[config.mk]
export PLATFORM = sky130hd
export DESIGN_NAME = periph_top
export DESIGN_NICKNAME = d
export VERILOG_FILES = /design/src/common/periph_pkg.sv /design/src/softspi/spi_cmd_dispatch.sv /design/src/softspi/spi_channel.sv /design/src/softspi/spi_resp_collect.sv /design/src/source/seg_led_hex595.sv /design/src/source/periph_top.sv
export VERILOG_INCLUDE_DIRS = /design/src /design/src/common
export SDC_FILE = /design/constraint.sdc
export NUM_CORES = 1
export LEC_CHECK = 0
export ABC_AREA = 1
export BUFFER_PORTS_ARGS = -buffer_cell sky130_fd_sc_hd__buf_2
export CORE_UTILIZATION = 25
export CTS_CLUSTER_SIZE = 40
export DETAILED_ROUTE_END_ITERATION = 10
export MAX_ROUTING_LAYER = met4
export PLACE_DENSITY = 0.48
export SLEW_MARGIN = 20
export SYNTH_ARGS = -nofsm -noshare
export SYNTH_HDL_FRONTEND = slang
export SYNTH_SLANG_ARGS = --single-unit
[constraint.sdc]
create_clock -name sys_clk -period 5.8 [get_ports sys_clk]
set_input_delay 1.45 -clock sys_clk [delete_from_list [all_inputs] [get_ports sys_clk]]
set_output_delay 1.45 -clock sys_clk [all_outputs]
set_load 0.05 [all_outputs]
[src/common/periph_defines.svh]
`ifndef PERIPH_DEFINES_SVH
`define PERIPH_DEFINES_SVH

// soft spi corner of the board top

// one channel per lane of the board spi bus
`define NUM_SPI_CH 3

// sys_clk cycles per sclk half period
`define SPI_CLK_DIV 4

// sys_clk cycles between two 74hc595 frames
`define SEG_REFRESH_DIV 64

`endif

[src/common/periph_pkg.sv]
package periph_pkg;

  typedef logic [1:0] ch_idx_t;     // channel number
  typedef logic [7:0] spi_byte_t;   // one spi data byte
  typedef logic [7:0] seg_pat_t;    // active low segment pattern with dp in bit 7

  typedef struct packed {
    ch_idx_t   ch;
    spi_byte_t data;
  } spi_cmd_t;

  typedef struct packed {
    ch_idx_t   ch;
    spi_byte_t data;
  } spi_resp_t;

  typedef enum logic [1:0] {
    IDLE,
    SETUP,
    SHIFT,
    DONE
  } spi_state_t;

  // common anode table with bit 0 as segment a
  function automatic seg_pat_t hex_to_seg(input logic [3:0] nib);
    case (nib)
      4'h0: return 8'hc0;
      4'h1: return 8'hf9;
      4'h2: return 8'ha4;
      4'h3: return 8'hb0;
      4'h4: return 8'h99;
      4'h5: return 8'h92;
      4'h6: return 8'h82;
      4'h7: return 8'hf8;
      4'h8: return 8'h80;
      4'h9: return 8'h90;
      4'ha: return 8'h88;
      4'hb: return 8'h83;
      4'hc: return 8'hc6;
      4'hd: return 8'ha1;
      4'he: return 8'h86;
      default: return 8'h8e;
    endcase
  endfunction

endpackage

[src/softspi/spi_cmd_dispatch.sv]
`include "periph_defines.svh"

module spi_cmd_dispatch
  import periph_pkg::*;
(
  input  logic                   sys_clk,
  input  logic                   rst,
  input  spi_cmd_t               cmd,
  input  logic                   cmd_valid,
  output logic                   cmd_ready,
  input  logic [`NUM_SPI_CH-1:0] busy,
  output logic [`NUM_SPI_CH-1:0] go,
  output spi_byte_t              cmd_data
);

  logic                   armed;     // low during and right after reset
  logic                   in_range;  // channel field names a real channel
  logic [`NUM_SPI_CH-1:0] sel;       // one-hot target
  logic                   accept;

  assign in_range = (int'(cmd.ch) < `NUM_SPI_CH);

  always_comb begin
    sel = '0;
    if (in_range) begin
      sel[cmd.ch] = 1'b1;
    end
  end

  // out of range commands are always taken and simply vanish
  assign cmd_ready = armed & (~in_range | ~|(busy & sel));
  assign accept    = cmd_valid & cmd_ready;
  assign go        = accept ? sel : '0;

  always_ff @(posedge sys_clk) begin
    if (rst) begin
      armed <= 1'b0;
    end else begin
      armed <= 1'b1;
    end
  end

  // shared byte picked up by the channel in its first setup cycle
  always_ff @(posedge sys_clk) begin
    if (accept) begin
      cmd_data <= cmd.data;
    end
  end

endmodule

[src/softspi/spi_channel.sv]
`include "periph_defines.svh"

module spi_channel
  import periph_pkg::*;
(
  input  logic      sys_clk,
  input  logic      rst,
  input  logic      go,
  input  spi_byte_t cmd_data,
  output logic      busy,
  output logic      res_valid,
  output spi_byte_t res_data,
  input  logic      res_ready,
  output logic      sclk,
  output logic      mosi,
  output logic      ncs,
  input  logic      miso
);

  localparam int HC_W = $clog2(`SPI_CLK_DIV + 1);

  spi_state_t      state;
  logic [HC_W-1:0] half_cnt;  // sys_clk cycles inside the half period
  logic [3:0]      bit_cnt;   // rising edges seen so far
  spi_byte_t       shreg;     // tx bits out the top, rx bits in the bottom
  logic            half_end;
  logic            load;      // first setup cycle
  logic            rise;
  logic            fall;
  logic            last;      // end of the eighth period

  assign half_end = (half_cnt == HC_W'(`SPI_CLK_DIV - 1));
  assign load     = (state == SETUP) && (half_cnt == '0);

  // setup doubles as the low half before the first rising edge
  assign rise = half_end && ((state == SETUP) ||
                ((state == SHIFT) && !sclk && (bit_cnt != 4'd8)));
  assign fall = half_end && (state == SHIFT) && sclk;
  assign last = half_end && (state == SHIFT) && !sclk && (bit_cnt == 4'd8);

  always_ff @(posedge sys_clk) begin
    if (rst) begin
      state    <= IDLE;
      half_cnt <= '0;
      bit_cnt  <= '0;
      sclk     <= 1'b0;
      mosi     <= 1'b0;
      ncs      <= 1'b1;
    end else begin
      if (((state == SETUP) || (state == SHIFT)) && !half_end) begin
        half_cnt <= half_cnt + 1'b1;
      end else begin
        half_cnt <= '0;
      end

      case (state)
        IDLE: begin
          bit_cnt <= '0;
          if (go) begin
            state <= SETUP;
            ncs   <= 1'b0;  // select on the edge after go
          end
        end
        SETUP: begin
          if (load) begin
            mosi <= cmd_data[7];  // msb ahead of the first rising edge
          end
          if (rise) begin
            sclk    <= 1'b1;
            bit_cnt <= bit_cnt + 1'b1;
            state   <= SHIFT;
          end
        end
        SHIFT: begin
          if (fall) begin
            sclk <= 1'b0;
            mosi <= (bit_cnt == 4'd8) ? 1'b0 : shreg[7];
          end else if (rise) begin
            sclk    <= 1'b1;
            bit_cnt <= bit_cnt + 1'b1;
          end else if (last) begin
            ncs   <= 1'b1;
            state <= DONE;
          end
        end
        DONE: begin
          if (res_ready) begin
            state <= IDLE;  // handoff to the collector
          end
        end
        default: state <= IDLE;
      endcase
    end
  end

  always_ff @(posedge sys_clk) begin
    if (load) begin
      shreg <= cmd_data;
    end else if (rise) begin
      shreg <= {shreg[6:0], miso};  // sample on the rising edge
    end
  end

  assign busy      = (state != IDLE);
  assign res_valid = (state == DONE);
  assign res_data  = shreg;

endmodule

[src/softspi/spi_resp_collect.sv]
`include "periph_defines.svh"

module spi_resp_collect
  import periph_pkg::*;
(
  input  logic                              sys_clk,
  input  logic                              rst,
  input  logic      [`NUM_SPI_CH-1:0]       res_valid,
  input  spi_byte_t [`NUM_SPI_CH-1:0]       res_data,
  output logic      [`NUM_SPI_CH-1:0]       res_ready,
  output spi_resp_t                         resp,
  output logic                              resp_valid,
  input  logic                              resp_ready,
  output logic      [31:0]                  history
);

  ch_idx_t last;     // channel granted most recently
  ch_idx_t grant;
  logic    found;
  logic    hold;     // offer stalled by resp_ready
  ch_idx_t hold_ch;  // channel of the stalled offer

  // search from last+1 onward so the nearest pending channel wins
  always_comb begin
    int j;
    grant = last;
    found = 1'b0;
    for (int i = `NUM_SPI_CH; i >= 1; i--) begin
      j = (int'(last) + i) % `NUM_SPI_CH;
      if (res_valid[j]) begin
        grant = ch_idx_t'(j);
        found = 1'b1;
      end
    end
    if (hold) begin
      grant = hold_ch;  // a stalled offer stays put
      found = res_valid[hold_ch];
    end
  end

  assign resp_valid = found;
  assign resp.ch    = grant;
  assign resp.data  = res_data[grant];

  always_comb begin
    res_ready = '0;
    if (found && resp_ready) begin
      res_ready[grant] = 1'b1;  // back-pressure goes straight through
    end
  end

  always_ff @(posedge sys_clk) begin
    if (rst) begin
      last    <= ch_idx_t'(`NUM_SPI_CH - 1);  // channel 0 goes first
      hold    <= 1'b0;
      hold_ch <= '0;
      history <= '0;
    end else if (resp_valid && resp_ready) begin
      last    <= grant;
      hold    <= 1'b0;
      history <= {history[23:0], resp.data};  // newest byte at the bottom
    end else if (resp_valid) begin
      hold    <= 1'b1;
      hold_ch <= grant;
    end
  end

endmodule

[src/source/seg_led_hex595.sv]
`include "periph_defines.svh"

module seg_led_hex595
  import periph_pkg::*;
(
  input  logic        sys_clk,
  input  logic        rst,
  input  logic [31:0] data,
  output logic        clk,
  output logic        dat,
  output logic        str
);

  localparam int RC_W = $clog2(`SEG_REFRESH_DIV + 1);

  logic [RC_W-1:0] ref_cnt;
  logic [2:0]      digit;    // digit sent in the next frame
  logic [5:0]      step;     // two steps per bit, then the strobe
  logic            sending;
  logic [15:0]     shreg;    // segment byte on top of the select byte
  logic            frame_start;
  seg_pat_t        seg;
  logic [7:0]      sel;

  assign frame_start = (ref_cnt == RC_W'(`SEG_REFRESH_DIV - 1));
  assign seg         = hex_to_seg(data[{digit, 2'b00} +: 4]);
  assign sel         = 8'b1 << digit;  // one-hot, active high

  always_ff @(posedge sys_clk) begin
    if (rst) begin
      ref_cnt <= '0;
      digit   <= '0;
      step    <= '0;
      sending <= 1'b0;
      clk     <= 1'b0;
      dat     <= 1'b0;
      str     <= 1'b0;
    end else begin
      ref_cnt <= frame_start ? '0 : ref_cnt + 1'b1;
      str     <= 1'b0;
      if (!sending) begin
        if (frame_start) begin
          sending <= 1'b1;
          step    <= '0;
          digit   <= digit + 1'b1;
        end
      end else begin
        step <= step + 1'b1;
        if (step < 6'd32) begin
          if (!step[0]) begin
            clk <= 1'b0;
            dat <= shreg[15];  // data moves while clk is low
          end else begin
            clk <= 1'b1;       // one cycle high per bit
          end
        end else if (step == 6'd32) begin
          clk <= 1'b0;
          str <= 1'b1;         // latch the 595 outputs
        end else begin
          sending <= 1'b0;
        end
      end
    end
  end

  always_ff @(posedge sys_clk) begin
    if (!sending && frame_start) begin
      shreg <= {seg, sel};
    end else if (sending && step[0] && (step < 6'd32)) begin
      shreg <= {shreg[14:0], 1'b0};
    end
  end

endmodule

[src/source/periph_top.sv]
`include "periph_defines.svh"

module periph_top
  import periph_pkg::*;
(
  input  logic                   sys_clk,
  input  logic                   rst,

  input  spi_cmd_t               cmd,
  input  logic                   cmd_valid,
  output logic                   cmd_ready,

  output spi_resp_t              resp,
  output logic                   resp_valid,
  input  logic                   resp_ready,

  input  logic [`NUM_SPI_CH-1:0] spi_miso,
  output logic [`NUM_SPI_CH-1:0] spi_mosi,
  output logic [`NUM_SPI_CH-1:0] spi_sclk,
  output logic [`NUM_SPI_CH-1:0] spi_cs,   // active low

  output logic                   segled_clk,
  output logic                   segled_dat,
  output logic                   segled_str
);

  logic      [`NUM_SPI_CH-1:0] busy;
  logic      [`NUM_SPI_CH-1:0] go;
  spi_byte_t                   cmd_data;
  logic      [`NUM_SPI_CH-1:0] res_valid;
  logic      [`NUM_SPI_CH-1:0] res_ready;
  spi_byte_t [`NUM_SPI_CH-1:0] res_data;
  logic      [31:0]            history;   // last four response bytes

  spi_cmd_dispatch u_dispatch (
    .sys_clk   (sys_clk),
    .rst       (rst),
    .cmd       (cmd),
    .cmd_valid (cmd_valid),
    .cmd_ready (cmd_ready),
    .busy      (busy),
    .go        (go),
    .cmd_data  (cmd_data)
  );

  for (genvar i = 0; i < `NUM_SPI_CH; i++) begin : g_ch
    spi_channel u_channel (
      .sys_clk   (sys_clk),
      .rst       (rst),
      .go        (go[i]),
      .cmd_data  (cmd_data),
      .busy      (busy[i]),
      .res_valid (res_valid[i]),
      .res_data  (res_data[i]),
      .res_ready (res_ready[i]),
      .sclk      (spi_sclk[i]),
      .mosi      (spi_mosi[i]),
      .ncs       (spi_cs[i]),
      .miso      (spi_miso[i])
    );
  end

  spi_resp_collect u_collect (
    .sys_clk    (sys_clk),
    .rst        (rst),
    .res_valid  (res_valid),
    .res_data   (res_data),
    .res_ready  (res_ready),
    .resp       (resp),
    .resp_valid (resp_valid),
    .resp_ready (resp_ready),
    .history    (history)
  );

  seg_led_hex595 u_seg_led_hex595 (
    .sys_clk (sys_clk),
    .rst     (rst),
    .data    (history),
    .clk     (segled_clk),
    .dat     (segled_dat),
    .str     (segled_str)
  );

endmodule

# Word level (Yosys, flattened, before mapping)
# Memory sizes are Yosys's and may differ from the RTL's.
# Cells that the tools add are included.
# op_classes
n_reduce_logical	94
n_mux	112
n_lt_le_gt_ge	10
eq_ne	44
div_mod_pow	3
bitwise_logic	11
add_sub_neg	12
shifts	2
# op_table
op	count
< comparator 32 x 4 -> 1 bit, second input constant	3
remainder unit 32 x 3 -> 32 bit, second input constant	3
two-way mux 8 bit	7
two-way mux 1 bit	48
two-way mux 2 bit	22
case mux 4 bit (3 select lines)	3
logical AND 1 bit	33
two-way mux 16 bit	2
indexed part select 32 x 6 -> 4 bit	1
nonzero test 2 bit	15
two-way mux 4 bit	6
!= test 2 x 1 -> 1 bit, second input constant	12
!= test 2 bit, second input constant	12
case mux 2 bit (4 select lines)	3
case mux 1 bit (2 select lines)	9
AND reduction 6 bit	3
binary-select mux 8 bit (select 2 bit)	1
AND reduction 5 bit	3
adder 3 x 1 -> 3 bit, second input constant	4
adder 4 x 1 -> 4 bit, second input constant	3
== test 2 bit, second input constant	6
== test 4 bit, second input constant	3
two-way mux 6 bit	2
!= test 4 bit, second input constant	3
other kinds (29)	81
# word_totals
mem_bits_ro	112
memories	1
reg_bits	142
input_bits	17
output_inout_bits	24
wordCells	324
# memory_table
memory	depth	width	rd	rd_clocked_by_memory_dff	write_ports	line	rtl
(name not given)	16	7	1	0	0	periph_pkg.sv:26	case (nib)

# Logic depth before layout (Yosys ltp)
# Gate-level depths: netlist (run 1).
# depth
word_depth	16
mapped_depth	18
depth_no_buf	18

# Hierarchy
# A second synthesis (run 1) with hierarchy kept.
# hier_totals
hier_cells	1026
hier_area_um2	8000.2
# modules_own_cells
module	cells_per_inst	area_per_inst_um2	seq_area_each_um2	instances
spi_channel	134	1122.3	480.5	3
seg_led_hex595	316	2275.9	880.8	1
spi_resp_collect	279	2003.2	740.7	1
spi_cmd_dispatch	29	354.1	260.2	1

# Worst setup path after synthesis (run 1)
# Ideal clock, no wire load.
# synth_timing
kind	reg-to-output
from	reg u_collect.last[0]
to	out resp[0] in the netlist's numbering
stages_incl_launch_ff	13
arrival_ns	2.094
path_slack_ns	2.256
path_buffers	1
required_ns	4.350
cell_sequence	dfxtp_1 -> inv_1 -> ha_1 -> inv_2 -> nand2_1 -> nand3_1 -> nand2_1 -> nor2_1 -> nand2_1 -> a21oi_2 -> buf_4 -> nand3_1 -> nand2_1
# synth_rtl
item	line	rtl
start, declared	spi_resp_collect.sv:17	ch_idx_t last;
start signal, assigned	spi_resp_collect.sv:54	last <= ch_idx_t'(`NUM_SPI_CH - 1);
start signal, assigned	spi_resp_collect.sv:59	last <= grant;
end, declared	periph_top.sv:13	output spi_resp_t resp,

==> results.py, run 1 <==
metrics = {
    "outcome": {
        "status": "complete, no violations",
    },
    "layout": {
        "fillers": 3160,
        "antenna_cells": 0,
        "nets": 1041,
        "postLayoutCellArea_um2": 8503,
        "register_area_um2": 3323,
        "final_cell_mix": "206 x nand2_1, 142 x inv_1, 94 x dfxtp_1",
        "multiInputGateArea_um2": 3291,
        "final_common_cell": "nand2_1",
        "syn2layout_area_growth_pct": 15.44,
        "final_layout_size_suffix_gt1_share_pct": 9.625,
    },
    "timing": {
        "report.final.setup_viol": 0,
        "hold_viol_final": 0,
        "finClkSkew_ns": 0.01045,
        "grt_setup_unrepaired": "false",
        "fmax_mhz": 231.1,
        "post-route-period-util_pct": 74.61,
        "fin_tns_setup_ns": 0,
        "maxSlewViolCount": 0,
        "tightest_slew_ns": 0.9125,
        "fin_crit_ns": 4.327,
        "setup_slack_ns": 1.473,
        "max-slew-margin-rel_pct": 38.94,
    },
    "floorplanning": {
        "die_height_um": 173.7,
        "start_util_pct": 25.52,
        "coreArea_um2": 28860,
        "fp.dieArea_um2": 30150,
        "top_level_ports": 41,
        "rows": 62,
        "die_w_um": 173.7,
    },
    "synthesis": {
        "avgSynthCellArea_um2": 7.803,
        "synthFlopType": "dfxtp_1",
        "seq_area_frac_synth_pct": 45.12,
        "async_reset_ff_share_pct": 0,
        "synth_cells": 944,
        "yosysWarnings": 0,
        "synth_top_area_share_pct": 25.55,
        "synth_area_leaders": "dfxtp_1 26%, edfxtp_1 20%, nand2_1 10%",
        "ys_seq_elements": 142,
        "syn_area_um2": 7366,
        "ys_types": 41,
        "synth.largest_area_cell": "dfxtp_1",
        "syn_nets": 1011,
        "synth_edf_count": 48,
    },
    "placement": {
        "numPortBuffers": 40,
        "globalplace.congestion": 0.8490,
        "dp_slack_ns": 1.912,
        "dp_hpwl_um": 12460,
        "placed_area_um2": 7906,
    },
    "pwr": {
        "power.leakage_nw": 3.594,
        "vdd_drop_max_v": 0.0001935,
        "cellPowerDensity_nw_per_um2": 434.1,
    },
    "global_routing": {
        "grt_pass1_wl_um": 28870,
        "grt_overflow": 0,
        "grt_pass1_vias": 5750,
        "grt_usage_pct": 12.24,
        "antenna_found_initial": 0,
        "grt_start_max_net_pins": 34,
    },
    "worst_setup_path": {
        "crit_path_end_kind": "output port",
        "crit_type": "register to output port",
        "worstPathArrival_ns": 2.88,
        "cp_max_fo": 12,
        "critPathRequiredTime_ns": 4.35,
        "critPathLaunchType": "register",
    },
    "clock_tree": {
        "cts_root_buf": "clkbuf_16",
        "cts_tree": "done",
        "cts_buffers": 17,
        "clk_latency_ns": 0.42,
        "clkSinkCount": 142,
        "htreeDepth": 4,
        "clk_pin_slew_ns": 0.06,
        "clock_path_buffers": 2,
        "post-cts-setup-buffers": 0,
        "post_cts_resized": 0,
        "ctsHoldBuffers": 0,
    },
    "drt": {
        "vias": 6062,
        "vias_per_cell": 4.422,
        "drcViolationCount": 0,
        "top_layer_used": "met4",
        "first_iter_violations": 380,
        "ant_nets": 0,
        "wl_per_cell_um": 12.55,
        "firstDrtPassIters": 5,
        "met1Wirelength_um": 8564,
        "wirelength_um": 17210,
        "wl_met2_um": 7888,
        "met3_length_um": 632,
    },
    "min_path": {
        "worst_hold_path_type": "register to register",
    },
    "run": {
        "drv_cap": 0,
    },
}
-- power by group --
group / switching, W / internal (W) / total, W
Sequential: 0.0000905 / 0.00118 / 0.00127
Combinational: 0.000962 / 0.000355 / 0.00132
Clock: 0.000468 / 0.000631 / 0.00110
Total: 0.00152 / 0.00217 / 0.00369
-- layout make-up --
| cell class | count | area share (%) |
|---|---|---|
| Sequential cell | 142 | 39.08 |
| Clock buffer | 18 | 5.297 |
| Multi-Input combinational cell | 615 | 38.70 |
| Timing Repair Buffer | 45 | 2.796 |
| Clock inverter | 14 | 1.722 |
| Tap cell | 384 | 5.650 |
| Inverter | 153 | 6.754 |
-- cells by family after synthesis --
family | count (synthesis) | synth area share (%)
AND/OR/NAND/NOR | 371 | 21.35
buffers and inverters | 187 | 10.21
adder cells (fa/ha/maj) | 50 | 8.493
flip-flops | 142 | 45.12
XOR/XNOR | 3 | 0.3568
AO/OA/AOI/OAI | 191 | 14.47
-- sequential cells by signal (all words and copies together) (netlist names), 7 cells and up --
register,count
g_ch.u_channel.half_cnt,9
u_dispatch.cmd_data,8
u_seg_led_hex595.shreg,16
u_collect.history,32
g_ch.u_channel.bit_cnt,12
u_seg_led_hex595.ref_cnt,7
g_ch.u_channel.res_data,24
-- routing by layer --
metal / GRT usage (%) / up-vias
met5: - / -
met2: 19.21 / 98
met1: 15.48 / 2780
met3: 3.246 / 14
li1: - / 3170
met4: 3.289 / 0
-- path summary, 6_finish.rpt --
kind                                                              from                                endpoint  slack [ns]  cells after the start
worst min register to register  u_seg_led_hex595.ref_cnt[0]$_SDFF_PP0_  u_seg_led_hex595.ref_cnt[0]$_SDFF_PP0_        0.45                      1
worst max-delay path                    u_collect.last[0]$_SDFFE_PP0P_                                 resp[7]        1.47                     13
worst min-delay path            u_seg_led_hex595.ref_cnt[0]$_SDFF_PP0_  u_seg_led_hex595.ref_cnt[0]$_SDFF_PP0_        0.45                      1
worst max register to register  u_seg_led_hex595.digit[0]$_SDFFE_PP0P_     u_seg_led_hex595.shreg[8]$_DFFE_PP_        2.55                     13
-- cells in the mapped netlist (2+ instances only) --
cell type    n
inv_1      142
nand4_1      6
edfxtp_1    48
buf_2       10
nor3b_1      6
nand3_1     79
nor2_2       2
o22ai_1     17
nand2_1    206
xor2_1       2
buf_4       10
inv_2        9
nor3_1      12
o41ai_1      3
clkbuf_1    13
a221oi_1     4
a21oi_1     50
o211ai_1     6
a31oi_1      9
or2_2        2
o21ai_1      8
nor2_1      54
clkinv_1     2
a211oi_1     3
dfxtp_1     94
ha_1        50
o21ai_0     83
-- per-stage QoR --
step	utilization, %	hold slack [ns]	total power [W]	cells
2_1_floorplan	-	0.4173	0.002302	944
3_3_place_gp	27.40	0.4283	0.002622	1339
3_5_place_dp	27.40	0.4367	0.002621	1339
4_1_cts	29.47	0.4513	0.003747	1371
5_1_grt	29.47	0.4671	0.003960	1371
6_report	29.47	0.4465	0.003691	1371
-- critical path, cell delays in order, from the launching register on --
cell and delay [ns]:
dfxtp_1 0.35, inv_1 0.10, ha_1 0.40, inv_2 0.14, nand2_1 0.08, nand3_1 0.07
nand2_1 0.05, nor2_1 0.09, nand2_1 0.07, a21oi_2 0.45, inv_2 0.19, nand3_1 0.13
nand2_1 0.10, buf_2 0.23
(Power assumes the default switching activity.)
==> run 2: changes to the inputs <==
==> constraint.sdc (replaced) <==
create_clock -name sys_clk -period 4.55 [get_ports sys_clk]
set_input_delay 1.1375 -clock sys_clk [delete_from_list [all_inputs] [get_ports sys_clk]]
set_output_delay 1.1375 -clock sys_clk [all_outputs]
set_load 0.05 [all_outputs]
==> run 2 against run 1 <==
Count of clock-buffer cells in the layout rose by 1. Global-route usage down 0.11 points. Clock power is 23% higher. Core utilization is essentially flat. Wire length fell by 0.97%. Critical path type unchanged. Worst hold slack got worse by 0.0068 ns. Design area about the same. Highest routed layer unchanged. Non-clock buffer count rose by 3. Via count up 0.81%. Critical endpoint is now resp[5]. Sequential cell count unchanged. Sequential power is 28% higher. Largest cell class unchanged. Die area did not move.
==> results.py, run 2 (same netlist as run 1, synthesis figures left out) <==
metrics = {
    "clock_tree": {
        "clk_latency_ns": 0.42,
        "post-cts-setup-buffers": 0,
        "htreeDepth": 4,
        "cts_buffers": 17,
        "clkSinkCount": 142,
        "ctsHoldBuffers": 0,
        "cts_root_buf": "clkbuf_16",
        "clk_pin_slew_ns": 0.07,
        "cts_tree": "done",
        "post_cts_resized": 0,
        "clock_path_buffers": 2,
    },
    "timing": {
        "max-slew-margin-rel_pct": 46.49,
        "fmax_mhz": 246.3,
        "report.final.setup_viol": 0,
        "fin_tns_setup_ns": 0,
        "tightest_slew_ns": 0.8018,
        "grt_setup_unrepaired": "false",
        "maxSlewViolCount": 0,
        "post-route-period-util_pct": 89.22,
        "finClkSkew_ns": 0.01155,
        "fin_crit_ns": 4.060,
        "hold_viol_final": 0,
    },
    "global_routing": {
        "antenna_found_initial": 0,
        "grt_overflow": 0,
        "grt_pass1_wl_um": 28720,
        "grt_pass1_vias": 5719,
        "grt_usage_pct": 12.13,
        "grt_start_max_net_pins": 24,
    },
    "floorplanning": {
        "start_util_pct": 25.52,
        "die_w_um": 173.7,
        "coreArea_um2": 28860,
        "die_height_um": 173.7,
        "top_level_ports": 41,
        "rows": 62,
        "fp.dieArea_um2": 30150,
    },
    "outcome": {
        "status": "complete, no violations",
    },
    "layout": {
        "syn2layout_area_growth_pct": 15.41,
        "multiInputGateArea_um2": 3291,
        "largest_register": "u_collect.history",
        "final_layout_size_suffix_gt1_share_pct": 9.798,
        "largest_reg_flops": 32,
        "final_cell_mix": "206 x nand2_1, 142 x inv_1, 94 x dfxtp_1",
        "final_common_cell": "nand2_1",
        "fillers": 3148,
        "nets": 1044,
        "postLayoutCellArea_um2": 8501,
        "register_area_um2": 3323,
        "antenna_cells": 0,
    },
    "placement": {
        "dp_hpwl_um": 12530,
        "numPortBuffers": 40,
        "placed_area_um2": 7929,
        "globalplace.congestion": 0.8360,
    },
    "drt": {
        "vias_per_cell": 4.448,
        "firstDrtPassIters": 6,
        "ant_nets": 0,
        "vias": 6111,
        "first_iter_violations": 348,
        "wirelength_um": 17040,
        "drcViolationCount": 0,
        "wl_per_cell_um": 12.40,
    },
    "pwr": {
        "vdd_drop_max_v": 0.0002896,
        "cellPowerDensity_nw_per_um2": 546.8,
        "power.leakage_nw": 3.603,
    },
    "worst_setup_path": {
        "crit_path_end_kind": "output port",
        "critPathLaunchType": "register",
        "path_cells": "inv_1, ha_1, inv_2, nand2_1, nand3_1, nand2_1, nor2_1, nand2_1, a21oi_2, inv_2, nand3_1, nand2_1, buf_2",
        "path_buf_inv": 4,
        "crit_type": "register to output port",
        "crit_top_cell": "nand2_1",
        "slowest_delay_ns": 0.47,
        "crit_slowest_cell": "a21oi_2",
        "crit_family": "buffers and inverters",
        "cp_max_fo": 12,
        "worstPathArrival_ns": 2.92,
        "critPathRequiredTime_ns": 3.41,
    },
    "min_path": {
        "worst_hold_path_type": "register to register",
    },
    "run": {
        "drv_cap": 0,
    },
}
run 2: cell count changes in the layout (fill, tap and decap cells not counted):
cell	change
inv_4	+2
o21ai_1	+1
buf_4	+3
o21ai_0	-1
clkinv_2	-1
clkbuf_1	+1
inv_6	-2
clkbuf_16	-1
clkinvlp_4	-2
clkinv_8	-1
clkinv_4	+4
clkbuf_8	+1
inv_8	-1
run 2: final timing paths:
kind | to | start | cells past startpoint | slack (ns)
worst max-delay path | resp[5] | u_collect.last[0]$_SDFFE_PP0P_ | 13 | 0.49
worst min-delay path | u_seg_led_hex595.ref_cnt[6]$_SDFF_PP0_ | u_seg_led_hex595.ref_cnt[6]$_SDFF_PP0_ | 2 | 0.44
worst max register to register | u_seg_led_hex595.shreg[8]$_DFFE_PP_ | u_seg_led_hex595.digit[0]$_SDFFE_PP0P_ | 11 | 1.29
worst min register to register | u_seg_led_hex595.ref_cnt[6]$_SDFF_PP0_ | u_seg_led_hex595.ref_cnt[6]$_SDFF_PP0_ | 2 | 0.44
run 2: area by class of cell:
type,instances,area share (%)
flip-flops and latches,142,39.09
inverters,153,6.756
repair buffers,48,3.062
clock buffers,19,5.210
clock inverters,13,1.516
well taps,384,5.652
multi-input cells,615,38.71
run 2: tightest hold or removal path, stage by stage, from the launching register on:
cell     delay, ns
dfxtp_1       0.31
nand2_1       0.06
nor2_1        0.03
run 2: per-stage QoR:
| stage | cells | utilization, % | setup WS, ns | hold slack, ns | total power (W) |
|---|---|---|---|---|---|
| 2_1_floorplan | 944 | - | 1.318 | 0.4173 | 0.002935 |
| 3_3_place_gp | 1342 | 27.48 | 0.9820 | 0.4284 | 0.003328 |
| 3_5_place_dp | 1342 | 27.48 | 0.9710 | 0.4287 | 0.003329 |
| 4_1_cts | 1374 | 29.46 | 0.4923 | 0.4409 | 0.004710 |
| 5_1_grt | 1374 | 29.46 | 0.2421 | 0.4617 | 0.004999 |
| 6_report | 1374 | 29.46 | 0.4903 | 0.4397 | 0.004648 |
run 2: where the power goes:
part	switching, W	internal [W]	leakage, nW
sequential	0.000115	0.00151	1.20
combinational	0.00122	0.000449	2.12
clock	0.000571	0.000779	0.285
total	0.00191	0.00274	3.60
run 2: metal layers:
metal / global-route usage (%) / vias up / wire [µm]
met5: - / - / 0
met4: 3.692 / 0 / 265
met2: 18.71 / 106 / 7648
li1: - / 3173 / -
met3: 2.982 / 24 / 601
met1: 15.59 / 2808 / 8522
